===== src/common/fetch_cfg.svh =====
/*
 * fetch queue sizing macros
 * queue depth and datapath width
 */

`ifndef FETCH_CFG_SVH
`define FETCH_CFG_SVH

// ------------------------------------------------------------
// datapath
// ------------------------------------------------------------

// pc and data width
`define XLEN 32

// ------------------------------------------------------------
// fetch queue
// ------------------------------------------------------------

// entries waiting between fetch and issue
`define FQ_DEPTH 4

`endif


===== src/common/instr_pkg.sv =====
/*
 * instruction encoding: opcode constants, r/i format views,
 * instruction union and fetch queue entry
 */

`default_nettype none

`include "fetch_cfg.svh"

package instr_pkg;

  // ------------------------------------------------------------
  // opcodes
  // ------------------------------------------------------------

  typedef logic [5:0] opcode_t;

  localparam opcode_t OP_RTYPE = 6'd0;
  // i-format alu ops
  localparam opcode_t OP_ADDI  = 6'd8;
  localparam opcode_t OP_ANDI  = 6'd12;
  localparam opcode_t OP_ORI   = 6'd13;
  localparam opcode_t OP_XORI  = 6'd14;
  // memory ops, also i-format
  localparam opcode_t OP_LOAD  = 6'd35;
  localparam opcode_t OP_STORE = 6'd43;

  // ------------------------------------------------------------
  // instruction formats
  // ------------------------------------------------------------

  // register-register form
  typedef struct packed {
    opcode_t     opcode;
    logic [4:0]  rd;
    logic [4:0]  rs1;
    logic [4:0]  rs2;
    logic [10:0] funct;
  } r_fmt_t;

  // register-immediate form
  typedef struct packed {
    opcode_t     opcode;
    logic [4:0]  rd;
    logic [4:0]  rs1;
    logic [15:0] imm;
  } i_fmt_t;

  // same 32-bit word, two field layouts
  typedef union packed {
    r_fmt_t r_fmt;
    i_fmt_t i_fmt;
  } instr_t;

  // one fetch queue slot
  typedef struct packed {
    logic [`XLEN-1:0] pc;
    instr_t           instr;
  } fq_entry_t;

endpackage

`default_nettype wire


===== src/common/uop_pkg.sv =====
/*
 * decoded micro-op: alu operation enum and micro-op struct
 */

`default_nettype none

`include "fetch_cfg.svh"

package uop_pkg;

  // ------------------------------------------------------------
  // alu operations
  // ------------------------------------------------------------

  // ALU_NONE marks illegal encodings
  typedef enum logic [2:0] {
    ALU_ADD  = 3'd0,
    ALU_SUB  = 3'd1,
    ALU_AND  = 3'd2,
    ALU_OR   = 3'd3,
    ALU_XOR  = 3'd4,
    ALU_NONE = 3'd5
  } alu_op_e;

  // ------------------------------------------------------------
  // micro-op
  // ------------------------------------------------------------

  typedef struct packed {
    logic [`XLEN-1:0] pc;
    alu_op_e          alu_op;
    logic [4:0]       rd;
    logic [4:0]       rs1;
    logic [4:0]       rs2;
    // already sign-extended
    logic [`XLEN-1:0] imm;
    logic             use_imm;
    logic             is_load;
    logic             is_store;
    logic             illegal;
  } uop_t;

endpackage

`default_nettype wire


===== src/common/fq_if.sv =====
/*
 * fetch queue to issue side link
 * head entry, empty level and pop strobe
 */

`timescale 1ns/1ps
`default_nettype none

`include "fetch_cfg.svh"

interface fq_if;
  import instr_pkg::*;

  // head of queue valid only while empty is low
  logic             empty;
  logic [`XLEN-1:0] rdata_pc;
  instr_t           rdata_instr;
  // issue side removes the head
  logic             pop;

  // queue drives status and head data
  modport queue (output empty, output rdata_pc, output rdata_instr);

  // issue side watches the head and pops
  modport issue (input empty, input rdata_pc, input rdata_instr, output pop);

endinterface

`default_nettype wire


===== src/rtl/fifo/fifo.sv =====
/*
 * first-word-fall-through fifo, generic entry type and depth
 * circular buffer with count, registered empty/full levels
 */

`timescale 1ns/1ps
`default_nettype none

module fifo #(
  parameter type         t_entry = logic [31:0],
  parameter int unsigned p_depth = 4
) (
  input  logic   clk,
  input  logic   arst_n,
  input  logic   push,
  input  logic   pop,
  input  t_entry wdata,
  output logic   full,
  fq_if.queue    q
);

  // pointer needs one bit even for a single entry
  localparam int PTR_W = (p_depth > 1) ? $clog2(p_depth) : 1;
  localparam int CNT_W = $clog2(p_depth + 1);

  // ------------------------------------------------------------
  // storage and state
  // ------------------------------------------------------------

  t_entry             mem [p_depth];
  logic [PTR_W-1:0]   wr_ptr;
  logic [PTR_W-1:0]   rd_ptr;
  logic [CNT_W-1:0]   count;
  logic [CNT_W-1:0]   count_next;
  logic               empty_q;
  logic               full_q;
  logic               do_push;
  logic               do_pop;
  t_entry             head;

  // strobes judged on pre-edge levels
  assign do_push = push & ~full_q;
  assign do_pop  = pop  & ~empty_q;

  always_comb begin
    case ({do_push, do_pop})
      2'b10:   count_next = count + 1'b1;
      2'b01:   count_next = count - 1'b1;
      // push+pop or idle keeps the count
      default: count_next = count;
    endcase
  end

  // ------------------------------------------------------------
  // pointers, count, flags
  // ------------------------------------------------------------

  always_ff @(posedge clk or negedge arst_n) begin
    if (!arst_n) begin
      wr_ptr  <= '0;
      rd_ptr  <= '0;
      count   <= '0;
      empty_q <= 1'b1;
      full_q  <= 1'b0;
    end else begin
      if (do_push) begin
        // wrap at last slot
        if (wr_ptr == PTR_W'(p_depth - 1)) wr_ptr <= '0;
        else wr_ptr <= wr_ptr + 1'b1;
      end
      if (do_pop) begin
        if (rd_ptr == PTR_W'(p_depth - 1)) rd_ptr <= '0;
        else rd_ptr <= rd_ptr + 1'b1;
      end
      count   <= count_next;
      // flags registered from the next count
      empty_q <= (count_next == '0);
      full_q  <= (count_next == CNT_W'(p_depth));
    end
  end

  // payload only, no reset
  always_ff @(posedge clk) begin
    if (do_push) mem[wr_ptr] <= wdata;
  end

  // ------------------------------------------------------------
  // outputs
  // ------------------------------------------------------------

  // head falls through as soon as it is written
  assign head = mem[rd_ptr];
  assign {q.rdata_pc, q.rdata_instr} = head;
  assign q.empty = empty_q;
  assign full    = full_q;

endmodule

`default_nettype wire


===== src/rtl/decode/instr_decoder.sv =====
/*
 * combinational instruction decoder
 * word + pc to micro-op, sign extension, store remap, illegal flag
 */

`timescale 1ns/1ps
`default_nettype none

`include "fetch_cfg.svh"

module instr_decoder (
  input  logic [`XLEN-1:0] pc,
  input  instr_pkg::instr_t instr,
  output uop_pkg::uop_t    uop
);
  import instr_pkg::*;
  import uop_pkg::*;

  logic [`XLEN-1:0] imm_sext;
  alu_op_e          r_op;
  logic             r_legal;

  // i-format immediate, sign bit 15 replicated
  assign imm_sext = {{(`XLEN - 16){instr.i_fmt.imm[15]}}, instr.i_fmt.imm};

  // r-format op from low funct bits
  always_comb begin
    r_legal = 1'b1;
    case (instr.r_fmt.funct[2:0])
      3'd0:    r_op = ALU_ADD;
      3'd1:    r_op = ALU_SUB;
      3'd2:    r_op = ALU_AND;
      3'd3:    r_op = ALU_OR;
      3'd4:    r_op = ALU_XOR;
      default: begin
        r_op    = ALU_NONE;
        r_legal = 1'b0;
      end
    endcase
  end

  // ------------------------------------------------------------
  // field selection by opcode
  // ------------------------------------------------------------

  always_comb begin
    // illegal shape by default, pc always kept
    uop         = '0;
    uop.pc      = pc;
    uop.alu_op  = ALU_NONE;
    uop.illegal = 1'b1;
    case (instr.r_fmt.opcode)
      OP_RTYPE: begin
        if (r_legal) begin
          uop.alu_op  = r_op;
          uop.rd      = instr.r_fmt.rd;
          uop.rs1     = instr.r_fmt.rs1;
          uop.rs2     = instr.r_fmt.rs2;
          uop.illegal = 1'b0;
        end
      end
      OP_ADDI, OP_ANDI, OP_ORI, OP_XORI: begin
        case (instr.i_fmt.opcode)
          OP_ANDI: uop.alu_op = ALU_AND;
          OP_ORI:  uop.alu_op = ALU_OR;
          OP_XORI: uop.alu_op = ALU_XOR;
          default: uop.alu_op = ALU_ADD;
        endcase
        uop.rd      = instr.i_fmt.rd;
        uop.rs1     = instr.i_fmt.rs1;
        uop.imm     = imm_sext;
        uop.use_imm = 1'b1;
        uop.illegal = 1'b0;
      end
      OP_LOAD: begin
        // address = rs1 + imm
        uop.alu_op  = ALU_ADD;
        uop.rd      = instr.i_fmt.rd;
        uop.rs1     = instr.i_fmt.rs1;
        uop.imm     = imm_sext;
        uop.use_imm = 1'b1;
        uop.is_load = 1'b1;
        uop.illegal = 1'b0;
      end
      OP_STORE: begin
        // rd slot names the data source, no destination
        uop.alu_op   = ALU_ADD;
        uop.rs1      = instr.i_fmt.rs1;
        uop.rs2      = instr.i_fmt.rd;
        uop.imm      = imm_sext;
        uop.use_imm  = 1'b1;
        uop.is_store = 1'b1;
        uop.illegal  = 1'b0;
      end
      default: ;
    endcase
  end

endmodule

`default_nettype wire


===== src/rtl/decode/uop_issue_reg.sv =====
/*
 * issue register: one decoded micro-op plus valid
 * pops the fetch queue whenever the slot frees up
 */

`timescale 1ns/1ps
`default_nettype none

module uop_issue_reg (
  input  logic          clk,
  input  logic          arst_n,
  fq_if.issue           q,
  input  uop_pkg::uop_t uop_next,
  input  logic          take,
  output logic          valid,
  output uop_pkg::uop_t uop
);
  import uop_pkg::*;

  // ------------------------------------------------------------
  // load condition
  // ------------------------------------------------------------

  logic   load;
  logic   valid_q;
  uop_t   uop_q;

  // slot free now, or emptied by take this cycle
  assign load  = ~q.empty & (~valid_q | take);
  // pop in the same cycle as the load
  assign q.pop = load;

  // ------------------------------------------------------------
  // valid flag
  // ------------------------------------------------------------

  always_ff @(posedge clk or negedge arst_n) begin
    if (!arst_n) begin
      valid_q <= 1'b0;
    end else if (load) begin
      valid_q <= 1'b1;
    end else if (take) begin
      // taken with nothing behind it
      valid_q <= 1'b0;
    end
  end

  // ------------------------------------------------------------
  // micro-op payload
  // ------------------------------------------------------------

  // holds steady under back-pressure
  always_ff @(posedge clk) begin
    if (load) uop_q <= uop_next;
  end

  assign valid = valid_q;
  assign uop   = uop_q;

endmodule

`default_nettype wire


===== src/rtl/fetch_decode_top.sv =====
/*
 * fetch-to-decode stage top: fetch queue, decoder, issue register
 * micro-op flattened onto plain ports
 */

`timescale 1ns/1ps
`default_nettype none

`include "fetch_cfg.svh"

module fetch_decode_top (
  input  logic             clk,
  input  logic             arst_n,
  // fetch side
  input  logic             fetch_push,
  input  logic [31:0]      fetch_pc,
  input  logic [31:0]      fetch_instr,
  output logic             fetch_full,
  // issue side
  input  logic             uop_take,
  output logic             uop_valid,
  output logic [31:0]      uop_pc,
  output logic [2:0]       uop_alu_op,
  output logic [4:0]       uop_rd,
  output logic [4:0]       uop_rs1,
  output logic [4:0]       uop_rs2,
  output logic [31:0]      uop_imm,
  output logic             uop_use_imm,
  output logic             uop_is_load,
  output logic             uop_is_store,
  output logic             uop_illegal
);
  import instr_pkg::*;
  import uop_pkg::*;

  fq_entry_t fetch_entry;
  uop_t      uop_dec;
  uop_t      uop_out;

  fq_if fq ();

  // pack fetch inputs into one queue slot
  assign fetch_entry.pc    = fetch_pc;
  assign fetch_entry.instr = fetch_instr;

  // ------------------------------------------------------------
  // fetch queue
  // ------------------------------------------------------------

  fifo #(
    .t_entry (fq_entry_t),
    .p_depth (`FQ_DEPTH)
  ) fifo_inst (
    .clk    (clk),
    .arst_n (arst_n),
    .push   (fetch_push),
    .pop    (fq.pop),
    .wdata  (fetch_entry),
    .full   (fetch_full),
    .q      (fq.queue)
  );

  // decode straight off the queue head
  instr_decoder instr_decoder_inst (
    .pc    (fq.rdata_pc),
    .instr (fq.rdata_instr),
    .uop   (uop_dec)
  );

  uop_issue_reg uop_issue_reg_inst (
    .clk      (clk),
    .arst_n   (arst_n),
    .q        (fq.issue),
    .uop_next (uop_dec),
    .take     (uop_take),
    .valid    (uop_valid),
    .uop      (uop_out)
  );

  // ------------------------------------------------------------
  // flatten micro-op
  // ------------------------------------------------------------

  assign uop_pc       = uop_out.pc;
  assign uop_alu_op   = uop_out.alu_op;
  assign uop_rd       = uop_out.rd;
  assign uop_rs1      = uop_out.rs1;
  assign uop_rs2      = uop_out.rs2;
  assign uop_imm      = uop_out.imm;
  assign uop_use_imm  = uop_out.use_imm;
  assign uop_is_load  = uop_out.is_load;
  assign uop_is_store = uop_out.is_store;
  assign uop_illegal  = uop_out.illegal;

endmodule

`default_nettype wire


===== config.mk =====
export PLATFORM = sky130hd
export DESIGN_NAME = fetch_decode_top
export DESIGN_NICKNAME = d
export VERILOG_FILES = /design/src/common/instr_pkg.sv /design/src/common/uop_pkg.sv /design/src/common/fq_if.sv /design/src/rtl/fifo/fifo.sv /design/src/rtl/decode/instr_decoder.sv /design/src/rtl/decode/uop_issue_reg.sv /design/src/rtl/fetch_decode_top.sv
export VERILOG_INCLUDE_DIRS = /design/src /design/src/common
export SDC_FILE = /design/constraint.sdc
export NUM_CORES = 1
export LEC_CHECK = 0
export BUFFER_PORTS_ARGS = -buffer_cell sky130_fd_sc_hd__buf_2
export CORE_ASPECT_RATIO = 1.2
export CORE_MARGIN = 5
export CORE_UTILIZATION = 50
export CTS_BUF_LIST = sky130_fd_sc_hd__clkbuf_4
export DETAILED_ROUTE_END_ITERATION = 12
export PLACE_DENSITY = 0.7
export SYNTH_ARGS = -nofsm -noshare
export SYNTH_HDL_FRONTEND = slang
export SYNTH_SLANG_ARGS = --single-unit

===== constraint.sdc =====
create_clock -name clk -period 12.7 [get_ports clk]
set_input_delay 0.635 -clock clk [delete_from_list [all_inputs] [get_ports clk]]
set_output_delay 0.635 -clock clk [all_outputs]
set_load 0.03 [all_outputs]

* After elaboration in Yosys (flattened, before gate mapping) *
Memory sizes are Yosys's and may differ from the RTL's.
Index checks and enable logic that the tools add are counted.

word-level totals
  memories = 1
  bits in writable memories = 256
  bits of input ports = 68
  logic and storage cells = 72
  flip-flop bits (word level) = 80

operators by class
  add/sub/neg operators = 4
  equality and inequality tests = 15
  bitwise logic cells = 7
  reductions and logical operators = 9
  mux-type cells = 20

memory list
  memory         depth  bits a word  rd ports  clocked after Yosys merged registers in  wr ports  RTL line    text
  fifo_inst.mem  4      64           1         0                                        1         fifo.sv:30  t_entry mem [p_depth];

operators with widths
  cell                                                                   number
  5-bit one-hot mux with 2 select lines                                  3
  6-bit by 4-bit equality test with 1-bit output, second input constant  4
  18-bit two-way mux                                                     1
  3-bit one-hot mux with 3 select lines                                  2
  3-bit one-hot mux with 5 select lines                                  1
  6-bit equality test, second input constant                             2
  5-bit OR reduction                                                     2
  1-bit two-way mux                                                      9
  2-bit equality test, second input constant                             3
  3-bit by 2-bit equality test with 1-bit output, second input constant  2
  3-bit equality test, second input constant                             2
  3-bit zero test                                                        2
  6-bit zero test                                                        1
  3-bit one-hot mux with 2 select lines                                  1
  6-bit OR reduction                                                     1
  2-bit by 1-bit adder with 2-bit output, second input constant          2
  2-bit two-way mux                                                      2
  4-bit OR reduction                                                     1
  3-bit by 1-bit adder with 3-bit output, second input constant          1
  1-bit bitwise AND                                                      3
  3-bit by 1-bit equality test with 1-bit output, second input constant  1
  1-bit inverter                                                         3
  3-bit by 1-bit subtractor with 3-bit output, second input constant     1
  2-bit by 1-bit equality test with 1-bit output, second input constant  1
  other kinds (4)                                                        4

* Longest topological paths before layout *
Gate-level depths: netlist of the first run.

  depth after elaboration = 7
  mapped depth = 9
  mapped depth without buffers = 9

* Hierarchy *
A second synthesis of the first run with hierarchy kept.

unflattened totals
  cells, all modules = 581
  area total of the unflattened synthesis = 13170.1 um^2

modules (own cells, without submodules)
  module         cells each  area each (um^2)  instances
  fifo           382         9755.6            1
  uop_issue_reg  91          2632.5            1
  instr_decoder  108         782.0             1

* Least setup slack after synthesis of the first run *
No wires, ideal clock.

  path kind = input-to-reg
  from = input uop_take
  to = register fifo_inst.full_q (netlist: fifo_inst.full)
  cell stages on the path = 9
  setup slack = 6803 ps
  arrival time = 5825 ps
  setup time = 73 ps
  cells stage by stage = inv_1 > a21oi_1 > ha_1 > inv_1 > fa_1 > xor2_1 > nor2_1 > xor2_1 > nor2b_1

between the ends
  cells in the longest elaborated chain, start to end = 6
  elaborated cells between the ends (all ways) = 7

ends and longest elaborated chain
  item                                                                                   RTL line                text
  start, declared                                                                        fetch_decode_top.sv:20  input logic uop_take,
  1-bit OR (*)                                                                           uop_issue_reg.sv:29     assign load = ~q.empty & (~valid_q | take);
  1-bit bitwise AND (*)                                                                  uop_issue_reg.sv:29
  1-bit bitwise AND (*)                                                                  fifo.sv:43              assign do_pop = pop & ~empty_q;
  net fifo_inst.do_pop                                                                   fifo.sv:38              logic do_pop;
  2-bit by 1-bit equality test with 1-bit output or 2-bit equality test (tied branches)  fifo.sv:46              case ({do_push, do_pop})
  3-bit one-hot mux with 2 select lines (*)                                              fifo.sv:46
  net fifo_inst.count_next[2]                                                            fifo.sv:34              logic [CNT_W-1:0] count_next;
  3-bit equality test (*)                                                                fifo.sv:78              full_q <= (count_next == CNT_W'(p_depth));
  end signal, assigned                                                                   fifo.sv:78
  end, declared                                                                          fifo.sv:36              logic full_q;

Mark *: on every way through the listed nets, which the timed path passes. The rest lies on a longest branch.
A chain may end at the register's enable or synchronous reset.

==> results_dict.tcl, run 1 <==
set metrics [dict create \
    grt_pass1_wl_um 35300 \
    viasPerCell 5.23 \
    overflow 0 \
    syn_area_per_cell_um2 23.3 \
    hp-class "in -> reg" \
    p_per_area_nw_per_um2 238 \
    htreeDepth 3 \
    drc 0 \
    boundaryPins 156 \
    dpl.cell_count 982 \
    finalSetupViolations 0 \
    global_route.usage.total_pct 16.4 \
    drt-initial-drc-count 267 \
    dieWidth_um 154 \
    numPortBuffers 155 \
    vias 5894 \
    status "finished clean" \
    core_area_um2 24600 \
    vdd_ir_drop_max_v 0.000107 \
    reg2reg_depth 6 \
    ys_warn_count 0 \
    p_leak_nw 5.17 \
    tightest_slew_ns 1.02 \
    crit_fanout 42 \
    synth_flop_cell "edfxtp_1" \
    max_slew_margin_pct 32.2 \
    syn_area_um2 12400 \
    fin_total_pwr_mw 3.45 \
    hpwl_um 13100 \
    max_clock_freq_mhz 269 \
    grt_max_degree 74 \
    clockRootBuffer "clkbuf_4" \
    synth_seq_cells 336 \
    postCtsSetupBuffers 0 \
    clock_latency_ns 0.68 \
    dpl_cell_area_um2 13400 \
    slew_violations 0 \
    rrSetupSlack_ns 8.98 \
    drive_above_1_share_pct 45.6 \
    worstHoldStart "fetch_instr[15]" \
    ys_seq_area_share_pct 80.9 \
    crit_buf_inv 1 \
    critPathTopFamily "compound AO/OA/AOI/OAI gates" \
    cap_violations 0 \
    cp_data_required_time_ns 13.09 \
    reg2reg_from "fifo_inst.rd_ptr[0]$_DFFE_PN0P_" \
    final_cell_area_um2 14500 \
    cts_tree "done" \
    whs_path_depth 1 \
    crit_arrival_ns 4.11 \
    ctsLongestPathBuffers 3 \
    start_util_pct 50.4 \
    wl_per_cell_um 19.8 \
    ant_nets 0 \
    final_common_cell "edfxtp_1" \
    fin_crit_ns 3.72 \
    fillers 1825 \
    cts.sinks 336 \
    layout_common_cells "edfxtp_1, buf_2, clkbuf_4, mux4_2, and2_1" \
    fin_nets 814 \
    synth_edf_count 326 \
    finalSetupTns_ns 0 \
    worstSetupPathType "reg -> reg" \
    start_kind "flip-flop" \
    period_share_pct 29.3 \
    crit_chain "buf_4, mux4_1, and2b_1, o21ai_2, a21oi_4, o21ai_1" \
    hold_end "fifo_inst.mem[1][15]$_DFFE_PP_" \
    stdcell_count 1128 \
    fin_skew_ns 0.0360 \
    dieArea_um2 28100 \
    rows 63 \
    gp_congestion 0.735 \
    hold_viol_final 0 \
    max_stage_delay_ns 0.76 \
    numCtsBuffers 79 \
    r2r-end "uop_issue_reg_inst.uop[51]$_DFFE_PP_" \
    clk_pin_slew_ns 0.07 \
    crit_path_end_kind "flip-flop" \
    ys_types 44 \
    async_flop_share_pct 2.98 \
    grt_antenna_before_repair 4 \
    synth_cells 533 \
    routed_wl_um 22300 \
    critPathSlowestCell "mux4_1" \
    grt_pass1_vias 6562 \
    die_y_um 183 \
    synth_nets 608 \
    drt_pre_antenna_iters 4 \
    rsz0062_at_grt "no" \
    area_delta_synth_final_pct 17.0 \
]
[worst register-to-register path, stage by stage (launching register included)]
cell and delay (ns):
dfrtp_4 0.75, buf_4 0.76, mux4_1 0.83, and2b_1 0.33, o21ai_2 0.10, a21oi_4 0.52, o21ai_1 0.17
[state kept, by name, summed over array words and instances (netlist names)]
register and flops:
fifo_inst.mem 256, fifo_inst.full 1, fifo_inst.rd_ptr 2, fifo_inst.q.empty 1, fifo_inst.count 3, uop_issue_reg_inst.valid 1
fifo_inst.wr_ptr 2, uop_issue_reg_inst.uop 70
[power breakdown]
| part | switching (mW) | internal (mW) |
|---|---|---|
| clock network | 0.398 | 0.503 |
| logic | 0.541 | 0.352 |
| registers | 0.132 | 1.52 |
[how the worst max path moves through the flow]
| stage | startpoint | end | slack, ns | cells after the start |
|---|---|---|---|---|
| final | fifo_inst.rd_ptr[0]$_DFFE_PN0P_ | uop_issue_reg_inst.uop[51]$_DFFE_PP_ | 8.98 | 6 |
| after global routing | fifo_inst.rd_ptr[0]$_DFFE_PN0P_ | uop_issue_reg_inst.uop[51]$_DFFE_PP_ | 8.65 | 6 |
| after CTS | fifo_inst.rd_ptr[0]$_DFFE_PN0P_ | uop_issue_reg_inst.uop[51]$_DFFE_PP_ | 8.86 | 6 |
| after detailed placement | fifo_inst.rd_ptr[0]$_DFFE_PN0P_ | uop_issue_reg_inst.uop[51]$_DFFE_PP_ | 8.86 | 6 |
| after global placement | fifo_inst.rd_ptr[0]$_DFFE_PN0P_ | uop_issue_reg_inst.uop[51]$_DFFE_PP_ | 8.99 | 6 |
| after floorplan | uop_take | fifo_inst.full$_DFF_PN0_ | 6.80 | 9 |
[layout make-up]
class                           count  area (um^2)  share of cell area (%)
Antenna cell                        2         5.00                  0.0345
Clock buffer                      116          871                    6.00
Clock inverter                     27          216                    1.49
Inverter                            9         33.8                   0.233
Multi-Input combinational cell    155         2130                    14.7
Sequential cell                   336        10000                    69.2
Tap cell                          325          407                    2.80
Timing Repair Buffer              158          801                    5.52
[stage by stage]
stage | hold slack, ns | setup WS [ns] | utilization [%]
4_1_cts | 0.0956 | 8.86 | 59.0
6_report | 0.172 | 8.98 | 59.0
5_1_grt | 0.0988 | 8.65 | 59.0
2_1_floorplan | 0.339 | 6.80 | -
3_3_place_gp | 0.463 | 8.99 | 54.5
3_5_place_dp | 0.479 | 8.86 | 54.5
[kinds of logic (layout without fill, tap and decap cells)]
logic type      count (synthesis)  after routing  share of synthesized area (%)
fa+ha+maj                       7              7                          0.767
mux                            67             67                           11.9
simple gates                   52             52                           2.56
flops                         336            336                           80.9
buf+inv                        42            310                           2.03
other cells                     0              2                              0
compound gates                 26             26                           1.57
xor+xnor                        3              3                          0.212
[routing by layer]
layer	vias up	GRT usage [%]	wire length, um
li1	2648	-	-
met1	2990	18.1	8100
met2	205	28.8	12100
met3	45	5.19	1620
met4	6	7.60	531
met5	-	0	28
[cells in the mapped netlist (4+ instances only)]
library cell / n / area, um^2
edfxtp_1: 326 / 9790
mux4_2: 63 / 1420
and2_1: 25 / 156
buf_4: 17 / 128
dfrtp_1: 9 / 225
inv_1: 9 / 33.8
nor2_1: 9 / 33.8
buf_2: 6 / 30.0
ha_1: 6 / 75.1
a22o_1: 5 / 43.8
buf_1: 5 / 18.8
o21a_1: 5 / 37.5
o21ai_0: 4 / 20.0
[what timing repair did]
action	in CTS	in global routing
hold buffers	1	0
endpoints found under the hold margin	9	0
resized for setup	0	0
No activity file was read; power rests on OpenSTA's default activity.
==> run 2: changes to the inputs <==
--- a/config.mk
+++ b/config.mk
@@ -12,7 +12,7 @@
 export CORE_UTILIZATION = 50
 export CTS_BUF_LIST = sky130_fd_sc_hd__clkbuf_4
 export DETAILED_ROUTE_END_ITERATION = 12
-export PLACE_DENSITY = 0.7
+export PLACE_DENSITY = 0.73
 export SYNTH_ARGS = -nofsm -noshare
 export SYNTH_HDL_FRONTEND = slang
 export SYNTH_SLANG_ARGS = --single-unit
==> constraint.sdc (replaced) <==
create_clock -name clk -period 3.3 [get_ports clk]
set_input_delay 0.165 -clock clk [delete_from_list [all_inputs] [get_ports clk]]
set_output_delay 0.165 -clock clk [all_outputs]
set_load 0.03 [all_outputs]
==> run 2 against run 1 <==
Net effect:
- utilization up 2.4 points
- wire length grew 0.20%
- combinational power rose to 4.1 times the previous value
- register-to-register slack worse by 8.4 ns
- critical path depth down 1
- non-clock buffer count rose by 73
- design area up 4.0%
- largest power group unchanged
==> results_dict.tcl, run 2 (synthesis results as in run 1) <==
set metrics [dict create \
    status "finished clean" \
    grt_antenna_before_repair 1 \
    reg2reg_depth 5 \
    final_cell_area_um2 15100 \
    fin_nets 885 \
    largest-register "fifo_inst.mem" \
    finalSetupTns_ns 0 \
    max_slew_margin_pct 31.9 \
    crit_chain "mux4_1, and2b_1, o21ai_2, a21oi_4, o21ai_1" \
    core_area_um2 24600 \
    gp_congestion 0.765 \
    numPortBuffers 155 \
    start_util_pct 50.4 \
    critPathSlowestCell "mux4_1" \
    fillers 1798 \
    crit_fanout 24 \
    p_leak_nw 5.41 \
    cp_data_required_time_ns 3.67 \
    crit_arrival_ns 3.05 \
    cap_violations 0 \
    max_stage_delay_ns 0.71 \
    reg2reg_from "fifo_inst.rd_ptr[0]$_DFFE_PN0P_" \
    clockRootBuffer "clkbuf_4" \
    worstSetupPathType "reg -> reg" \
    whs_path_depth 3 \
    routed_wl_um 22400 \
    grt_pass1_vias 6713 \
    finish.utilization_pct 61.4 \
    wl_per_cell_um 18.8 \
    rsz0062_at_grt "no" \
    dieArea_um2 28100 \
    clk_pin_slew_ns 0.07 \
    clock_latency_ns 0.65 \
    cts.sinks 336 \
    hpwl_um 13300 \
    crit_path_end_kind "flip-flop" \
    rows 63 \
    largest_reg_flops 256 \
    vias 6079 \
    drt_pre_antenna_iters 6 \
    r2r-end "uop_issue_reg_inst.uop[51]$_DFFE_PP_" \
    tightest_slew_ns 1.02 \
    drc 0 \
    final_common_cell "edfxtp_1" \
    area_delta_synth_final_pct 21.7 \
    grt_pass1_wl_um 35400 \
    viasPerCell 5.10 \
    grt_max_degree 73 \
    htreeDepth 3 \
    vdd_ir_drop_max_v 0.000409 \
    layout_common_cells "edfxtp_1, buf_2, clkbuf_4, dlygate4sd3_1, mux4_2" \
    drive_above_1_share_pct 41.5 \
    ant_nets 0 \
    cts_tree "done" \
    finalSetupViolations 0 \
    ctsLongestPathBuffers 3 \
    fin_crit_ns 2.68 \
    global_route.usage.total_pct 16.3 \
    hp-class "in -> reg" \
    overflow 0 \
    boundaryPins 156 \
    slew_violations 0 \
    worstHoldStart "uop_take" \
    max_clock_freq_mhz 374 \
    hold_viol_final 0 \
    dpl_cell_area_um2 13500 \
    p_per_area_nw_per_um2 859 \
    dieWidth_um 154 \
    start_kind "flip-flop" \
    die_y_um 183 \
    numCtsBuffers 77 \
    drt-initial-drc-count 375 \
    rrSetupSlack_ns 0.62 \
    period_share_pct 81.1 \
    fin_skew_ns 0.0320 \
    hold_end "uop_issue_reg_inst.valid$_DFFE_PN0P_" \
]
==> run 2: per-layer routing <==
layer	wire length [um]	GRT usage [%]	part of all wire, %
met2	11600	28.0	52
met3	1670	5.08	7.4
met4	611	6.61	2.7
met1	8490	19.1	38
met5	0	0	0
==> run 2: critical path: cells and delay by family, from the launching register on <==
family | cells | cell delay (ns)
AOI/OAI and AO/OA | 3 | 0.77
and+or+nand+nor | 1 | 0.32
muxes | 1 | 0.71
DFF | 1 | 0.62
==> run 2: worst max path at each step <==
stage	slack [ns]	from	cells past startpoint	endpoint
floorplan	0.05	uop_issue_reg_inst.valid$_DFFE_PN0P_	8	fifo_inst.full$_DFF_PN0_
global placement	0.70	fifo_inst.rd_ptr[0]$_DFFE_PN0P_	5	uop_issue_reg_inst.uop[51]$_DFFE_PP_
detailed placement	0.60	fifo_inst.rd_ptr[0]$_DFFE_PN0P_	5	uop_issue_reg_inst.uop[51]$_DFFE_PP_
CTS	0.61	fifo_inst.rd_ptr[0]$_DFFE_PN0P_	5	uop_issue_reg_inst.uop[51]$_DFFE_PP_
global route	0.46	fifo_inst.rd_ptr[0]$_DFFE_PN0P_	5	uop_issue_reg_inst.uop[51]$_DFFE_PP_
finish	0.62	fifo_inst.rd_ptr[0]$_DFFE_PN0P_	5	uop_issue_reg_inst.uop[51]$_DFFE_PP_
==> run 2: power by group <==
part           internal (mW)  switching, mW  leakage [nW]
Clock                   1.61           1.47         0.569
Sequential              5.86          0.337          3.15
Combinational           1.44           2.26          1.69
Total                   8.90           4.07          5.41
==> run 2: through the flow <==
stage / setup WS, ns / hold WS, ns / total power, mW / cells
detailed placement: 0.597 / 0.0444 / 9.98 / 987
finish: 0.625 / 0.253 / 13.0 / 1191
floorplan: 0.0493 / -0.131 / 9.02 / 533
global route: 0.459 / 0.196 / 13.7 / 1191
global placement: 0.701 / 0.0471 / 9.85 / 987
CTS: 0.608 / 0.175 / 13.2 / 1190
==> run 2: layout make-up <==
class	count	area, um^2	area share, %
Clock inverter	24	119	0.787
Clock buffer	110	826	5.47
Antenna cell	1	2.50	0.0166
Tap cell	325	407	2.69
Sequential cell	336	10000	66.5
Inverter	9	33.8	0.224
Timing Repair Buffer	231	1530	10.1
Multi-Input combinational cell	155	2130	14.1
==> run 2: what timing repair did <==
item,CTS,global route
resized for setup,0,0
setup buffers,0,0
endpoints found under the hold margin,269,0
hold buffers,69,0
